===== src/common/fc_params.svh =====
// width and depth constants for the fully connected PE row
`ifndef FC_PARAMS_SVH
`define FC_PARAMS_SVH

// feature and weight width
`define FC_DATA_W      8

// full signed product of two operands
`define FC_PROD_W      16

// accumulator width, wraps modulo 2^28
`define FC_ACC_W       28

// processing elements in the row
`define FC_NUM_PE      4

// bits per lookahead slice
`define FC_CLA_GROUP   4

// multiplier latency in enabled cycles
`define FC_MUL_STAGES  8

`endif


===== src/common/fc_pkg.sv =====
// shared data types for the PE row datapath
`default_nettype none

`include "fc_params.svh"

package fc_pkg;

  // signed feature or weight byte
  typedef logic signed [`FC_DATA_W-1:0] operand_t;

  // signed product out of the multiplier
  typedef logic signed [`FC_PROD_W-1:0] product_t;

  // running dot product
  typedef logic signed [`FC_ACC_W-1:0] acc_t;

  // byte k goes to element k
  typedef logic [`FC_NUM_PE*`FC_DATA_W-1:0] weight_word_t;

endpackage

`default_nettype wire


===== src/verilog/cla/cla_adder.sv =====
// multi-slice carry-lookahead adder, wraps modulo 2^WIDTH
`timescale 1ns/10ps
`default_nettype none

`include "fc_params.svh"

module cla_adder #(
  parameter int WIDTH = 28  // multiple of the slice width
) (
  input  logic [WIDTH-1:0] a,
  input  logic [WIDTH-1:0] b,
  output logic [WIDTH-1:0] sum
);

  localparam int NGRP = WIDTH / `FC_CLA_GROUP;

  logic [NGRP-1:0] grp_p;
  logic [NGRP-1:0] grp_g;
  logic [NGRP-1:0] grp_c;  // carry into each slice

  //////////////////////////////////////////////////
  // lookahead carry unit
  //////////////////////////////////////////////////
  // carry into slice i is any lower slice j generating a carry
  // that every slice between j and i propagates; adder carry-in is 0
  always_comb begin : lcu
    logic term;
    term = 1'b0;
    for (int i = 0; i < NGRP; i++) begin
      grp_c[i] = 1'b0;
      for (int j = 0; j < i; j++) begin
        term = grp_g[j];
        for (int m = j + 1; m < i; m++) begin
          term = term & grp_p[m];
        end
        grp_c[i] = grp_c[i] | term;
      end
    end
  end

  for (genvar gi = 0; gi < NGRP; gi++) begin : g_grp
    cla_group u_grp (
      .a        (a[gi*`FC_CLA_GROUP +: `FC_CLA_GROUP]),
      .b        (b[gi*`FC_CLA_GROUP +: `FC_CLA_GROUP]),
      .carry_in (grp_c[gi]),
      .sum      (sum[gi*`FC_CLA_GROUP +: `FC_CLA_GROUP]),
      .prop_grp (grp_p[gi]),
      .gen_grp  (grp_g[gi])
    );
  end

endmodule

`default_nettype wire


===== src/verilog/cla/cla_group.sv =====
// carry-lookahead slice with group propagate and generate outputs
`timescale 1ns/10ps
`default_nettype none

`include "fc_params.svh"

module cla_group (
  input  logic [`FC_CLA_GROUP-1:0] a,
  input  logic [`FC_CLA_GROUP-1:0] b,
  input  logic                     carry_in,
  output logic [`FC_CLA_GROUP-1:0] sum,
  output logic                     prop_grp,
  output logic                     gen_grp
);

  logic [`FC_CLA_GROUP-1:0] prop, gen;
  logic [`FC_CLA_GROUP-1:0] carry;  // carry[0] is the slice carry-in

  assign prop = a ^ b;
  assign gen  = a & b;

  always_comb begin
    carry[0] = carry_in;
    gen_grp  = gen[0];
    for (int i = 0; i < `FC_CLA_GROUP - 1; i++) begin
      carry[i+1] = gen[i] | (prop[i] & carry[i]);
    end
    // slice generate term does not depend on carry_in
    for (int i = 1; i < `FC_CLA_GROUP; i++) begin
      gen_grp = gen[i] | (prop[i] & gen_grp);
    end
  end

  assign prop_grp = &prop;
  assign sum      = prop ^ carry;

endmodule

`default_nettype wire


===== src/verilog/pe/pe_mac.sv =====
// processing element: multiply, accumulate, forward feature to the next element
`timescale 1ns/10ps
`default_nettype none

`include "fc_params.svh"

module pe_mac
  import fc_pkg::*;
(
  input  logic     clk,
  input  logic     rstn,
  input  logic     en,
  input  logic     first,
  input  operand_t feat,
  input  operand_t weight,
  output operand_t feat_out,
  output logic     first_out,
  output acc_t     result
);

  product_t product;
  logic     first_tag;
  acc_t     prod_ext;
  acc_t     addend;
  acc_t     acc_next;

  // systolic forwarding
  always_ff @(posedge clk) begin
    if (!rstn) begin
      feat_out  <= '0;
      first_out <= 1'b0;
    end else if (en) begin
      feat_out  <= feat;
      first_out <= first;
    end
  end

  pe_multiplier u_mul (
    .clk       (clk),
    .rstn      (rstn),
    .en        (en),
    .a         (feat),
    .b         (weight),
    .first_in  (first),
    .product   (product),
    .first_tag (first_tag)
  );

  assign prod_ext = {{(`FC_ACC_W-`FC_PROD_W){product[`FC_PROD_W-1]}}, product};
  assign addend   = first_tag ? '0 : result;  // new dot product starts from zero

  cla_adder #(.WIDTH(`FC_ACC_W)) u_acc_add (
    .a   (prod_ext),
    .b   (addend),
    .sum (acc_next)
  );

  always_ff @(posedge clk) begin
    if (!rstn) begin
      result <= '0;
    end else if (en) begin
      result <= acc_next;  // wraps modulo 2^28
    end
  end

endmodule

`default_nettype wire


===== src/verilog/pe/pe_multiplier.sv =====
// eight-stage pipelined signed multiplier, magnitudes and a split-carry adder tree
`timescale 1ns/10ps
`default_nettype none

`include "fc_params.svh"

module pe_multiplier
  import fc_pkg::*;
(
  input  logic     clk,
  input  logic     rstn,
  input  logic     en,
  input  operand_t a,
  input  operand_t b,
  input  logic     first_in,
  output product_t product,
  output logic     first_tag
);

  logic [`FC_DATA_W-1:0] a_mag, b_mag;
  logic [`FC_DATA_W-1:0] pp_q [8];   // partial products
  logic [5:0]  lo2_q  [4];
  logic [2:0]  hi2e_q [4];
  logic [3:0]  hi2o_q [4];
  logic [4:0]  msb3   [4];
  logic [9:0]  sum3_q [4];
  logic [7:0]  lo4_q  [2];
  logic [2:0]  hi4e_q [2];
  logic [4:0]  hi4o_q [2];
  logic [4:0]  msb5   [2];
  logic [11:0] sum5_q [2];
  logic [9:0]  lo6_q;
  logic [2:0]  hi6e_q;
  logic [6:0]  hi6o_q;
  logic [6:0]  msb7;
  logic [15:0] mag_q;                     // unsigned product
  logic [`FC_MUL_STAGES-2:0] sign_q;      // product sign, stages 1..7
  logic [`FC_MUL_STAGES-1:0] tag_q;       // first marker, stages 1..8

  assign a_mag = a[7] ? ~a + 1'b1 : a;  // -128 maps to 128
  assign b_mag = b[7] ? ~b + 1'b1 : b;

  // upper halves with the carry out of the lower half
  always_comb begin
    for (int i = 0; i < 4; i++) begin
      msb3[i] = hi2e_q[i] + hi2o_q[i] + lo2_q[i][5];
    end
    for (int j = 0; j < 2; j++) begin
      msb5[j] = hi4e_q[j] + hi4o_q[j] + lo4_q[j][7];
    end
    msb7 = hi6e_q + hi6o_q + lo6_q[9];
  end

  always_ff @(posedge clk) begin
    if (!rstn) begin
      tag_q  <= '0;
      sign_q <= '0;
    end else if (en) begin
      tag_q  <= {tag_q[`FC_MUL_STAGES-2:0], first_in};
      sign_q <= {sign_q[`FC_MUL_STAGES-3:0], a[7] ^ b[7]};
    end
  end

  assign first_tag = tag_q[`FC_MUL_STAGES-1];

  always_ff @(posedge clk) begin
    if (!rstn) begin
      for (int i = 0; i < 8; i++) begin
        pp_q[i] <= '0;
      end
      for (int i = 0; i < 4; i++) begin
        lo2_q[i]  <= '0;
        hi2e_q[i] <= '0;
        hi2o_q[i] <= '0;
        sum3_q[i] <= '0;
      end
      for (int j = 0; j < 2; j++) begin
        lo4_q[j]  <= '0;
        hi4e_q[j] <= '0;
        hi4o_q[j] <= '0;
        sum5_q[j] <= '0;
      end
      lo6_q   <= '0;
      hi6e_q  <= '0;
      hi6o_q  <= '0;
      mag_q   <= '0;
      product <= '0;
    end else if (en) begin
      //////////////////////////////////////////////////
      // stage 1: partial products
      //////////////////////////////////////////////////
      for (int i = 0; i < 8; i++) begin
        pp_q[i] <= b_mag[i] ? a_mag : '0;
      end
      //////////////////////////////////////////////////
      // stages 2-3: pairs, offset 1, low then high
      //////////////////////////////////////////////////
      for (int i = 0; i < 4; i++) begin
        lo2_q[i]  <= pp_q[2*i][4:0] + {pp_q[2*i+1][3:0], 1'b0};
        hi2e_q[i] <= pp_q[2*i][7:5];
        hi2o_q[i] <= pp_q[2*i+1][7:4];
        sum3_q[i] <= {msb3[i], lo2_q[i][4:0]};
      end
      //////////////////////////////////////////////////
      // stages 4-5: quads, offset 2
      //////////////////////////////////////////////////
      for (int j = 0; j < 2; j++) begin
        lo4_q[j]  <= sum3_q[2*j][6:0] + {sum3_q[2*j+1][4:0], 2'b00};
        hi4e_q[j] <= sum3_q[2*j][9:7];
        hi4o_q[j] <= sum3_q[2*j+1][9:5];
        sum5_q[j] <= {msb5[j], lo4_q[j][6:0]};
      end
      // stages 6-7: final pair, offset 4
      lo6_q  <= sum5_q[0][8:0] + {sum5_q[1][4:0], 4'b0000};
      hi6e_q <= sum5_q[0][11:9];
      hi6o_q <= sum5_q[1][11:5];
      mag_q  <= {msb7, lo6_q[8:0]};
      // stage 8: restore the sign
      product <= sign_q[`FC_MUL_STAGES-2] ? ~mag_q + 1'b1 : mag_q;
    end
  end

endmodule

`default_nettype wire


===== src/verilog/pe_row.sv =====
// top level: systolic row of processing elements fed through the weight skew
`timescale 1ns/10ps
`default_nettype none

`include "fc_params.svh"

module pe_row
  import fc_pkg::*;
(
  input  logic         clk,
  input  logic         rstn,
  input  logic         en,
  input  logic         first,
  input  operand_t     feat,
  input  weight_word_t weights,
  output acc_t         result [`FC_NUM_PE]
);

  operand_t lane_weight [`FC_NUM_PE];
  operand_t feat_chain  [`FC_NUM_PE+1];  // entry k feeds element k
  logic     first_chain [`FC_NUM_PE+1];

  assign feat_chain[0]  = feat;
  assign first_chain[0] = first;

  weight_skew u_skew (
    .clk         (clk),
    .rstn        (rstn),
    .en          (en),
    .weights     (weights),
    .lane_weight (lane_weight)
  );

  // element k sees a feature one cycle after element k-1
  for (genvar k = 0; k < `FC_NUM_PE; k++) begin : g_pe
    pe_mac u_pe (
      .clk       (clk),
      .rstn      (rstn),
      .en        (en),
      .first     (first_chain[k]),
      .feat      (feat_chain[k]),
      .weight    (lane_weight[k]),
      .feat_out  (feat_chain[k+1]),
      .first_out (first_chain[k+1]),
      .result    (result[k])
    );
  end

endmodule

`default_nettype wire


===== src/verilog/weight_skew.sv =====
// weight skew: delays weight byte k by k enabled cycles to meet its feature
`timescale 1ns/10ps
`default_nettype none

`include "fc_params.svh"

module weight_skew
  import fc_pkg::*;
(
  input  logic         clk,
  input  logic         rstn,
  input  logic         en,
  input  weight_word_t weights,
  output operand_t     lane_weight [`FC_NUM_PE]
);

  assign lane_weight[0] = weights[`FC_DATA_W-1:0];  // no delay for lane 0

  // lane k holds a k-deep shift register
  for (genvar k = 1; k < `FC_NUM_PE; k++) begin : g_lane
    operand_t taps_q [k];

    always_ff @(posedge clk) begin
      if (!rstn) begin
        for (int i = 0; i < k; i++) begin
          taps_q[i] <= '0;
        end
      end else if (en) begin
        taps_q[0] <= weights[k*`FC_DATA_W +: `FC_DATA_W];
        for (int i = 1; i < k; i++) begin
          taps_q[i] <= taps_q[i-1];
        end
      end
    end

    assign lane_weight[k] = taps_q[k-1];
  end

endmodule

`default_nettype wire

===== config.mk =====
export PLATFORM = sky130hd
export DESIGN_NAME = pe_row
export DESIGN_NICKNAME = d
export VERILOG_FILES = /design/src/common/fc_pkg.sv /design/src/verilog/cla/cla_adder.sv /design/src/verilog/cla/cla_group.sv /design/src/verilog/pe/pe_mac.sv /design/src/verilog/pe/pe_multiplier.sv /design/src/verilog/pe_row.sv /design/src/verilog/weight_skew.sv
export VERILOG_INCLUDE_DIRS = /design/src /design/src/common
export SDC_FILE = /design/constraint.sdc
export NUM_CORES = 2
export LEC_CHECK = 0
export BUFFER_PORTS_ARGS = -buffer_cell sky130_fd_sc_hd__buf_2
export CORE_MARGIN = 2
export CORE_UTILIZATION = 40
export CTS_CLUSTER_DIAMETER = 40
export DETAILED_ROUTE_END_ITERATION = 10
export HOLD_SLACK_MARGIN = 0.05
export PLACE_DENSITY = 0.54
export SYNTH_ARGS = -nofsm -noshare
export SYNTH_HDL_FRONTEND = slang
export SYNTH_SLANG_ARGS = --single-unit

===== constraint.sdc =====
create_clock -name clk -period 19.8 [get_ports clk]
set_input_delay 1.98 -clock clk [delete_from_list [all_inputs] [get_ports clk]]
set_output_delay 1.98 -clock clk [all_outputs]
set_load 0.02 [all_outputs]

; After elaboration in Yosys (flattened, before gate mapping)
; Memories as Yosys holds them, arrays and structs flattened.
; Cells that the tools add are included.
[word_totals]
ff_bits = 407
ram_bits = 896
in_bits = 44
wordCells = 1022
n_memories = 39
[mem_list]
columns = name, depth, word_bits, rd, rd_clocked_by_memory_dff, wr, line
row1 = g_pe[0].u_pe.u_mul.pp_q, 8, 8, 8, 0, 8, pe_multiplier.sv:21  ; logic [`FC_DATA_W-1:0] pp_q [8];
row2 = g_pe[1].u_pe.u_mul.pp_q, 8, 8, 8, 0, 8, pe_multiplier.sv:21
row3 = g_pe[2].u_pe.u_mul.pp_q, 8, 8, 8, 0, 8, pe_multiplier.sv:21
row4 = g_pe[3].u_pe.u_mul.pp_q, 8, 8, 8, 0, 8, pe_multiplier.sv:21
row5 = g_pe[0].u_pe.u_mul.sum3_q, 4, 10, 4, 0, 4, pe_multiplier.sv:26  ; logic [9:0] sum3_q [4];
row6 = g_pe[1].u_pe.u_mul.sum3_q, 4, 10, 4, 0, 4, pe_multiplier.sv:26
row7 = +33 memories, n/a, n/a, n/a, n/a, n/a, n/a
[classes]
addsub = 96
n_mux = 187
bitwise = 641
n_reduce_logical = 21
[op_table]
columns = cell, n
row1 = $mux 8, 86
row2 = $or 1x1->1, 337
row3 = $xor 4x4->4, 56
row4 = $and 1x1->1, 204
row5 = $mux 10, 16
row6 = $add 5x1->5, 24
row7 = $mux 28, 4
row8 = $add 5x5->6, 16
row9 = $and 4x4->4, 24
row10 = $mux 12, 8
row11 = $mux 6, 16
row12 = $add 3x4->5, 16
row13 = $reduce_and 4->1, 20
row14 = $mux 3, 24
row15 = $add 16x1->16 const B, 4
row16 = $add 7x7->8, 8
row17 = $add 8x1->8 const B, 8
row18 = $mux 16, 4
row19 = $mux 4, 16
row20 = $not 16->16, 4
row21 = $not 8->8, 8
row22 = $add 3x5->5, 8
row23 = $add 9x9->10, 4
row24 = $mux 5, 8
row25 = other kinds (6), 22

; Logic depth before layout (Yosys ltp)
[depth]
depth_word = 25
mapped_depth = 18
depth_no_buf = 17

; Hierarchy
; From an unflattened synthesis, not the netlist that was laid out.
[unflattened]
cells_unflattened = 5302
area_unflattened_um2 = 63288.2
[by_module_without_submodules]
columns = mod, instances, cells_per_inst, area_each_um2, seq_area_each_um2
row1 = pe_multiplier at g_pe[0].u_pe.u_mul ..., 3, 1005, 12459.4, 7707.4
row2 = pe_multiplier at g_pe[3].u_pe.u_mul, 1, 1012, 12492.0, 7707.4
row3 = pe_mac, 4, 148, 1610.3, 740.7
row4 = cla_group, 28, 18, 165.2, 0.0
row5 = weight_skew, 1, 131, 1991.9, 1441.4
row6 = cla_adder, 4, 12, 90.1, 0.0

; Worst setup path after synthesis
; No wires, ideal clock.
[synth_timing]
kind = in2reg
start = input en
end = memory g_pe[0].u_pe.u_mul.hi2e_q[0][0] (enable)
setup_time_ns = 1.231
arrival_time_ns = 19.943
required_time_ns = 18.569
slack_ns = -1.373
path_stages = 5
n_path_buf = 3
path_cell_list = clkbuf_1 clkbuf_1 nor2_1 clkbuf_1 inv_1
[synth_rtl]
columns = item, line
row1 = start: declaration, pe_row.sv:12  ; input logic en,
row2 = end: declaration, pe_multiplier.sv:23  ; logic [2:0] hi2e_q [4];

==> metrics <==
Synth-to-Final Area Change=15.4%; hold path endpoint=g_pe[1].u_pe.u_mul.product[15]; Sum Neg Setup Slack=0 ns; R2R cell count=17; Power Density=approximately 100 nW/um^2; Final setup viols=0; actual slew at the worst max-slew pin=roughly 1.2 ns; CTS Hold Bufs=0; RSZ-0062 raised after global routing=no; Top Ports=around 160; flops & latches, synth=roughly 1300; max-slew violations=0; drt drc=0; number of synthesized flops with an enable pin=roughly 900; total congestion overflow=0; kind of cell adding the most delay to the critical path=buffers and inverters; Max-Cap Viols=0; share of cells above drive strength 1=about a tenth; minimum clock period=between 6 and 7 ns; LEAKAGE=30.2 nW; sequential area share after synthesis=between 50% and 60%; H-tree Lvls=4; fmax=between 150 and 200 MHz; latest clock arrival within the worst-skew pair=~0.8 ns; Initial Utilization=between 40% and 50%; Synth async-reset ratio=0%; largest net degree at the start of global routing=223; Setup crit start=rstn; Worst setup SP type=input pin; die area=152000 sq um; slowest stage cell, crit path=buf_4; R2R Setup Slk=~15 ns; RePlAce Congestion=0.767; Simple-Gate Fraction of Synth Area=between 10 and 15%; post-synthesis mux area share=between 4 and 5%; Req. time, crit path=~20 ns; CP Class=in -> reg; total core area=148000 sq um; XOR/XNOR share of the synthesized area=3.60%; status=complete, no violations; slowest stage delay, CP=~0.91 ns; root buffer cell=clkbuf_16; crit-path max FO=123; vias per cell=between 4 and 5; Arr. time, crit path=between 6 and 7 ns; initial antenna violation count=11; CTS sink cnt=roughly 1300; main combinational cell family by area after synthesis=simple AND/OR/NAND/NOR gates; setup repair bufs after CTS=0; Die Height=around 400 um; Max-slew headroom=a little over a fifth; cells along the critical path=buf_8 -> inv_8 -> nor2_1 -> clkinvlp_4 -> buf_4 -> buf_4 -> buf_4; Mapped Nets=around 5400; Top FF cell, synth=edfxtp_1; FP Rows=around 140; total track usage=15.4%; Post-Synth Adder-Cell Area=roughly 11%; reg2reg start=g_pe[3].u_pe.u_mul.tag_q[6]; post-cts resize count=0; compound-cell area share of the yosys netlist=about 5.6%; Ys Warns=0; placed wire-length estimate=roughly 73 mm; CTS clk-pin slew, worst paths=0.05 ns; clk buf depth=3; crit path capture type=flop; vias=roughly 35000; Tot Pwr=6.98 mW; DRT iter0 DRCs=~1700; number of global-route vias before repair=roughly 35000; synthesized instance count=4950; CTS Buf Count=between 150 and 200; Synth cell types=59; post-route ant nets=0; average wire per standard cell=about 16 um; Syn Area/Cell=12.0 sq um; die width=slightly below 400 um; Layout Cells excl Fill=about 7200; Final Hold Slack=between 0.4 and 0.5 ns; period utilization=between 30% and 40%; hold_sp=g_pe[1].u_pe.u_mul.product[15]; Buffers & Inverters on Critical Path=6; WL final=roughly 120 mm; WHS Path Cells=2; TritonRoute pass-1 iters=5; Max IR drop VDD=around 0.085 mV; global-route wire length before repair=189 mm; Reg-to-Reg End=g_pe[2].u_pe.result[27]; CP dominant cell by count=buf_4; clk_skew=0.0355 ns; Fin. Hold Viols=0; Layout Nets=5573; port bufs=approximately 160; placed insts=6820; CTS tree=built; cell area after synthesis=~60000 sq um; Hold Crit Class=reg -> reg
-- cell usage after synthesis (all sizes together), types with 4 or more instances --
master,number,area [sq um]
nand4,11,68.8
o21bai,10,75.1
fa,168,3360
nand3b,12,90.1
ha,276,3450
xor2,124,1090
a21oi,164,821
and3,441,2760
nor2,807,3030
inv,279,1050
or4,12,97.6
or3,16,105
a21o,72,541
buf,29,121
o21ai,109,546
a32oi,4,35.0
nand2b,12,75.1
a211oi,91,683
nor4b,4,35.0
mux2i,259,2590
or2,7,43.8
a311oi,6,52.6
o31ai,21,158
clkinv,6,22.5
nor3,21,105
xnor2,121,1060
o21a,9,67.6
clkbuf,224,841
a31oi,12,75.1
nand3,6,30.0
nor4,10,68.8
nor2b,164,1030
edfxtp,896,26900
nand2,119,447
dfxtp,383,7670
nor3b,4,30.0
o41ai,16,159
-- cells by family (layout without fill, tap and decap cells) --
kind of cell,count (synthesis),count (layout)
DFF,1279,1279
xor gates and xnor gates,245,245
and+or+nand+nor,1653,1653
buffers and inverters,538,841
adders and majority gates,444,444
muxes,259,259
other,0,2
AOI/OAI and AO/OA,532,532
-- how the worst max path moves through the flow --
| stage | endpoint | slack, ns | cells past startpoint |
|---|---|---|---|
| global placement | g_pe[0].u_pe.u_mul.pp_q[0][0] | 12.90 | 7 |
| finish | g_pe[0].u_pe.u_mul.lo4_q[0][15] | 13.78 | 7 |
| detailed placement | g_pe[0].u_pe.u_mul.pp_q[0][0] | 12.85 | 7 |
| global route | g_pe[0].u_pe.u_mul.hi2o_q[0][3] | 13.32 | 7 |
| CTS | g_pe[0].u_pe.u_mul.lo2_q[1][1] | 13.72 | 7 |
| floorplan | g_pe[0].u_pe.u_mul.hi2e_q[0][0] | 2.90 | 5 |
-- flip-flops by register name (all words and copies together), names as in the netlist --
name                     flops
g_pe.u_pe.u_mul.hi6e_q      12
g_pe.u_pe.u_mul.lo6_q       40
g_pe.u_pe.u_mul.product     64
g_pe.u_pe.u_mul.sum5_q      96
u_skew.g_lane.taps_q        48
g_pe.u_pe.u_mul.lo4_q       64
g_pe.u_pe.u_mul.hi6o_q      28
g_pe.u_pe.u_mul.sign_q      28
g_pe.u_pe.u_mul.hi2e_q      48
g_pe.u_pe.u_mul.hi4o_q      40
g_pe.u_pe.u_mul.hi4e_q      24
g_pe.u_pe.u_mul.mag_q       64
g_pe.u_pe.u_mul.pp_q       256
g_pe.u_pe.u_mul.lo2_q       96
g_pe.u_pe.feat_out          24
g_pe.u_pe.result           112
g_pe.u_pe.u_mul.hi2o_q      64
g_pe.u_pe.u_mul.sum3_q     160
g_pe.u_pe.u_mul.tag_q       11
-- per-layer routing --
metal | share of wire, % | GRT usage (%) | vias up
met4 | 2.0 | 4.69 | 10
met1 | 52 | 23.3 | 16600
li1 | - | - | 17702
met3 | 4.2 | 2.92 | 181
met5 | 0.048 | 0 | -
met2 | 42 | 22.3 | 545
-- where the power goes --
part	total, mW	switching (mW)	internal [mW]
registers	3.11	0.0772	3.03
clock network	3.36	1.26	2.10
logic	0.512	0.321	0.191
-- worst register-to-register path: stages (launching register included) --
cell and delay, ns:
dfxtp_1 0.63, nor2b_1 0.11, ha_1 0.21, fa_1 0.38
fa_1 0.43, fa_1 0.44, a41o_1 0.21, a211oi_1 0.32
nor2_1 0.09, o21ai_0 0.28, a31oi_1 0.17, fa_1 0.43
fa_1 0.41, fa_1 0.39, xor2_1 0.18, o21ai_0 0.10
a32oi_1 0.20, nor2_1 0.05
-- cells in the final DEF (no fill, tap or decap), types with 21 or more instances in the layout --
| master | instances |
|---|---|
| nand2_1 | 118 |
| xnor2_1 | 121 |
| nor2b_1 | 164 |
| a21oi_1 | 164 |
| ha_1 | 276 |
| and3_1 | 441 |
| clkinvlp_4 | 30 |
| o21ai_0 | 109 |
| a21o_1 | 72 |
| clkbuf_16 | 198 |
| a211oi_1 | 91 |
| edfxtp_1 | 896 |
| dfxtp_1 | 383 |
| buf_4 | 33 |
| mux2i_1 | 259 |
| clkbuf_1 | 21 |
| nor2_1 | 807 |
| clkinv_1 | 23 |
| xor2_1 | 124 |
| o31ai_1 | 21 |
| buf_2 | 153 |
| inv_1 | 278 |
| clkinv_2 | 34 |
| nor3_1 | 21 |
| fa_1 | 168 |
-- through the flow --
stage / cell area (sq um) / util, % / worst slack (ns)
2_1_floorplan: 59600 / - / 2.90
6_report: 68800 / 46.5 / 13.78
3_5_place_dp: 62200 / 42.1 / 12.85
3_3_place_gp: 62200 / 42.1 / 12.90
4_1_cts: 68700 / 46.5 / 13.72
5_1_grt: 68800 / 46.5 / 13.32
-- cell type report --
| type | instances | area [sq um] |
|---|---|---|
| Inverter | 285 | 1080 |
| Sequential cell | 1279 | 34600 |
| Clock inverter | 138 | 1420 |
| Fill cell | 13427 | 79100 |
| Multi-Input combinational cell | 3133 | 23000 |
| Clock buffer | 225 | 5120 |
| Antenna cell | 2 | 5.00 |
| Timing Repair Buffer | 193 | 1140 |
| Tap cell | 1930 | 2410 |
(Power assumes the default switching activity.)
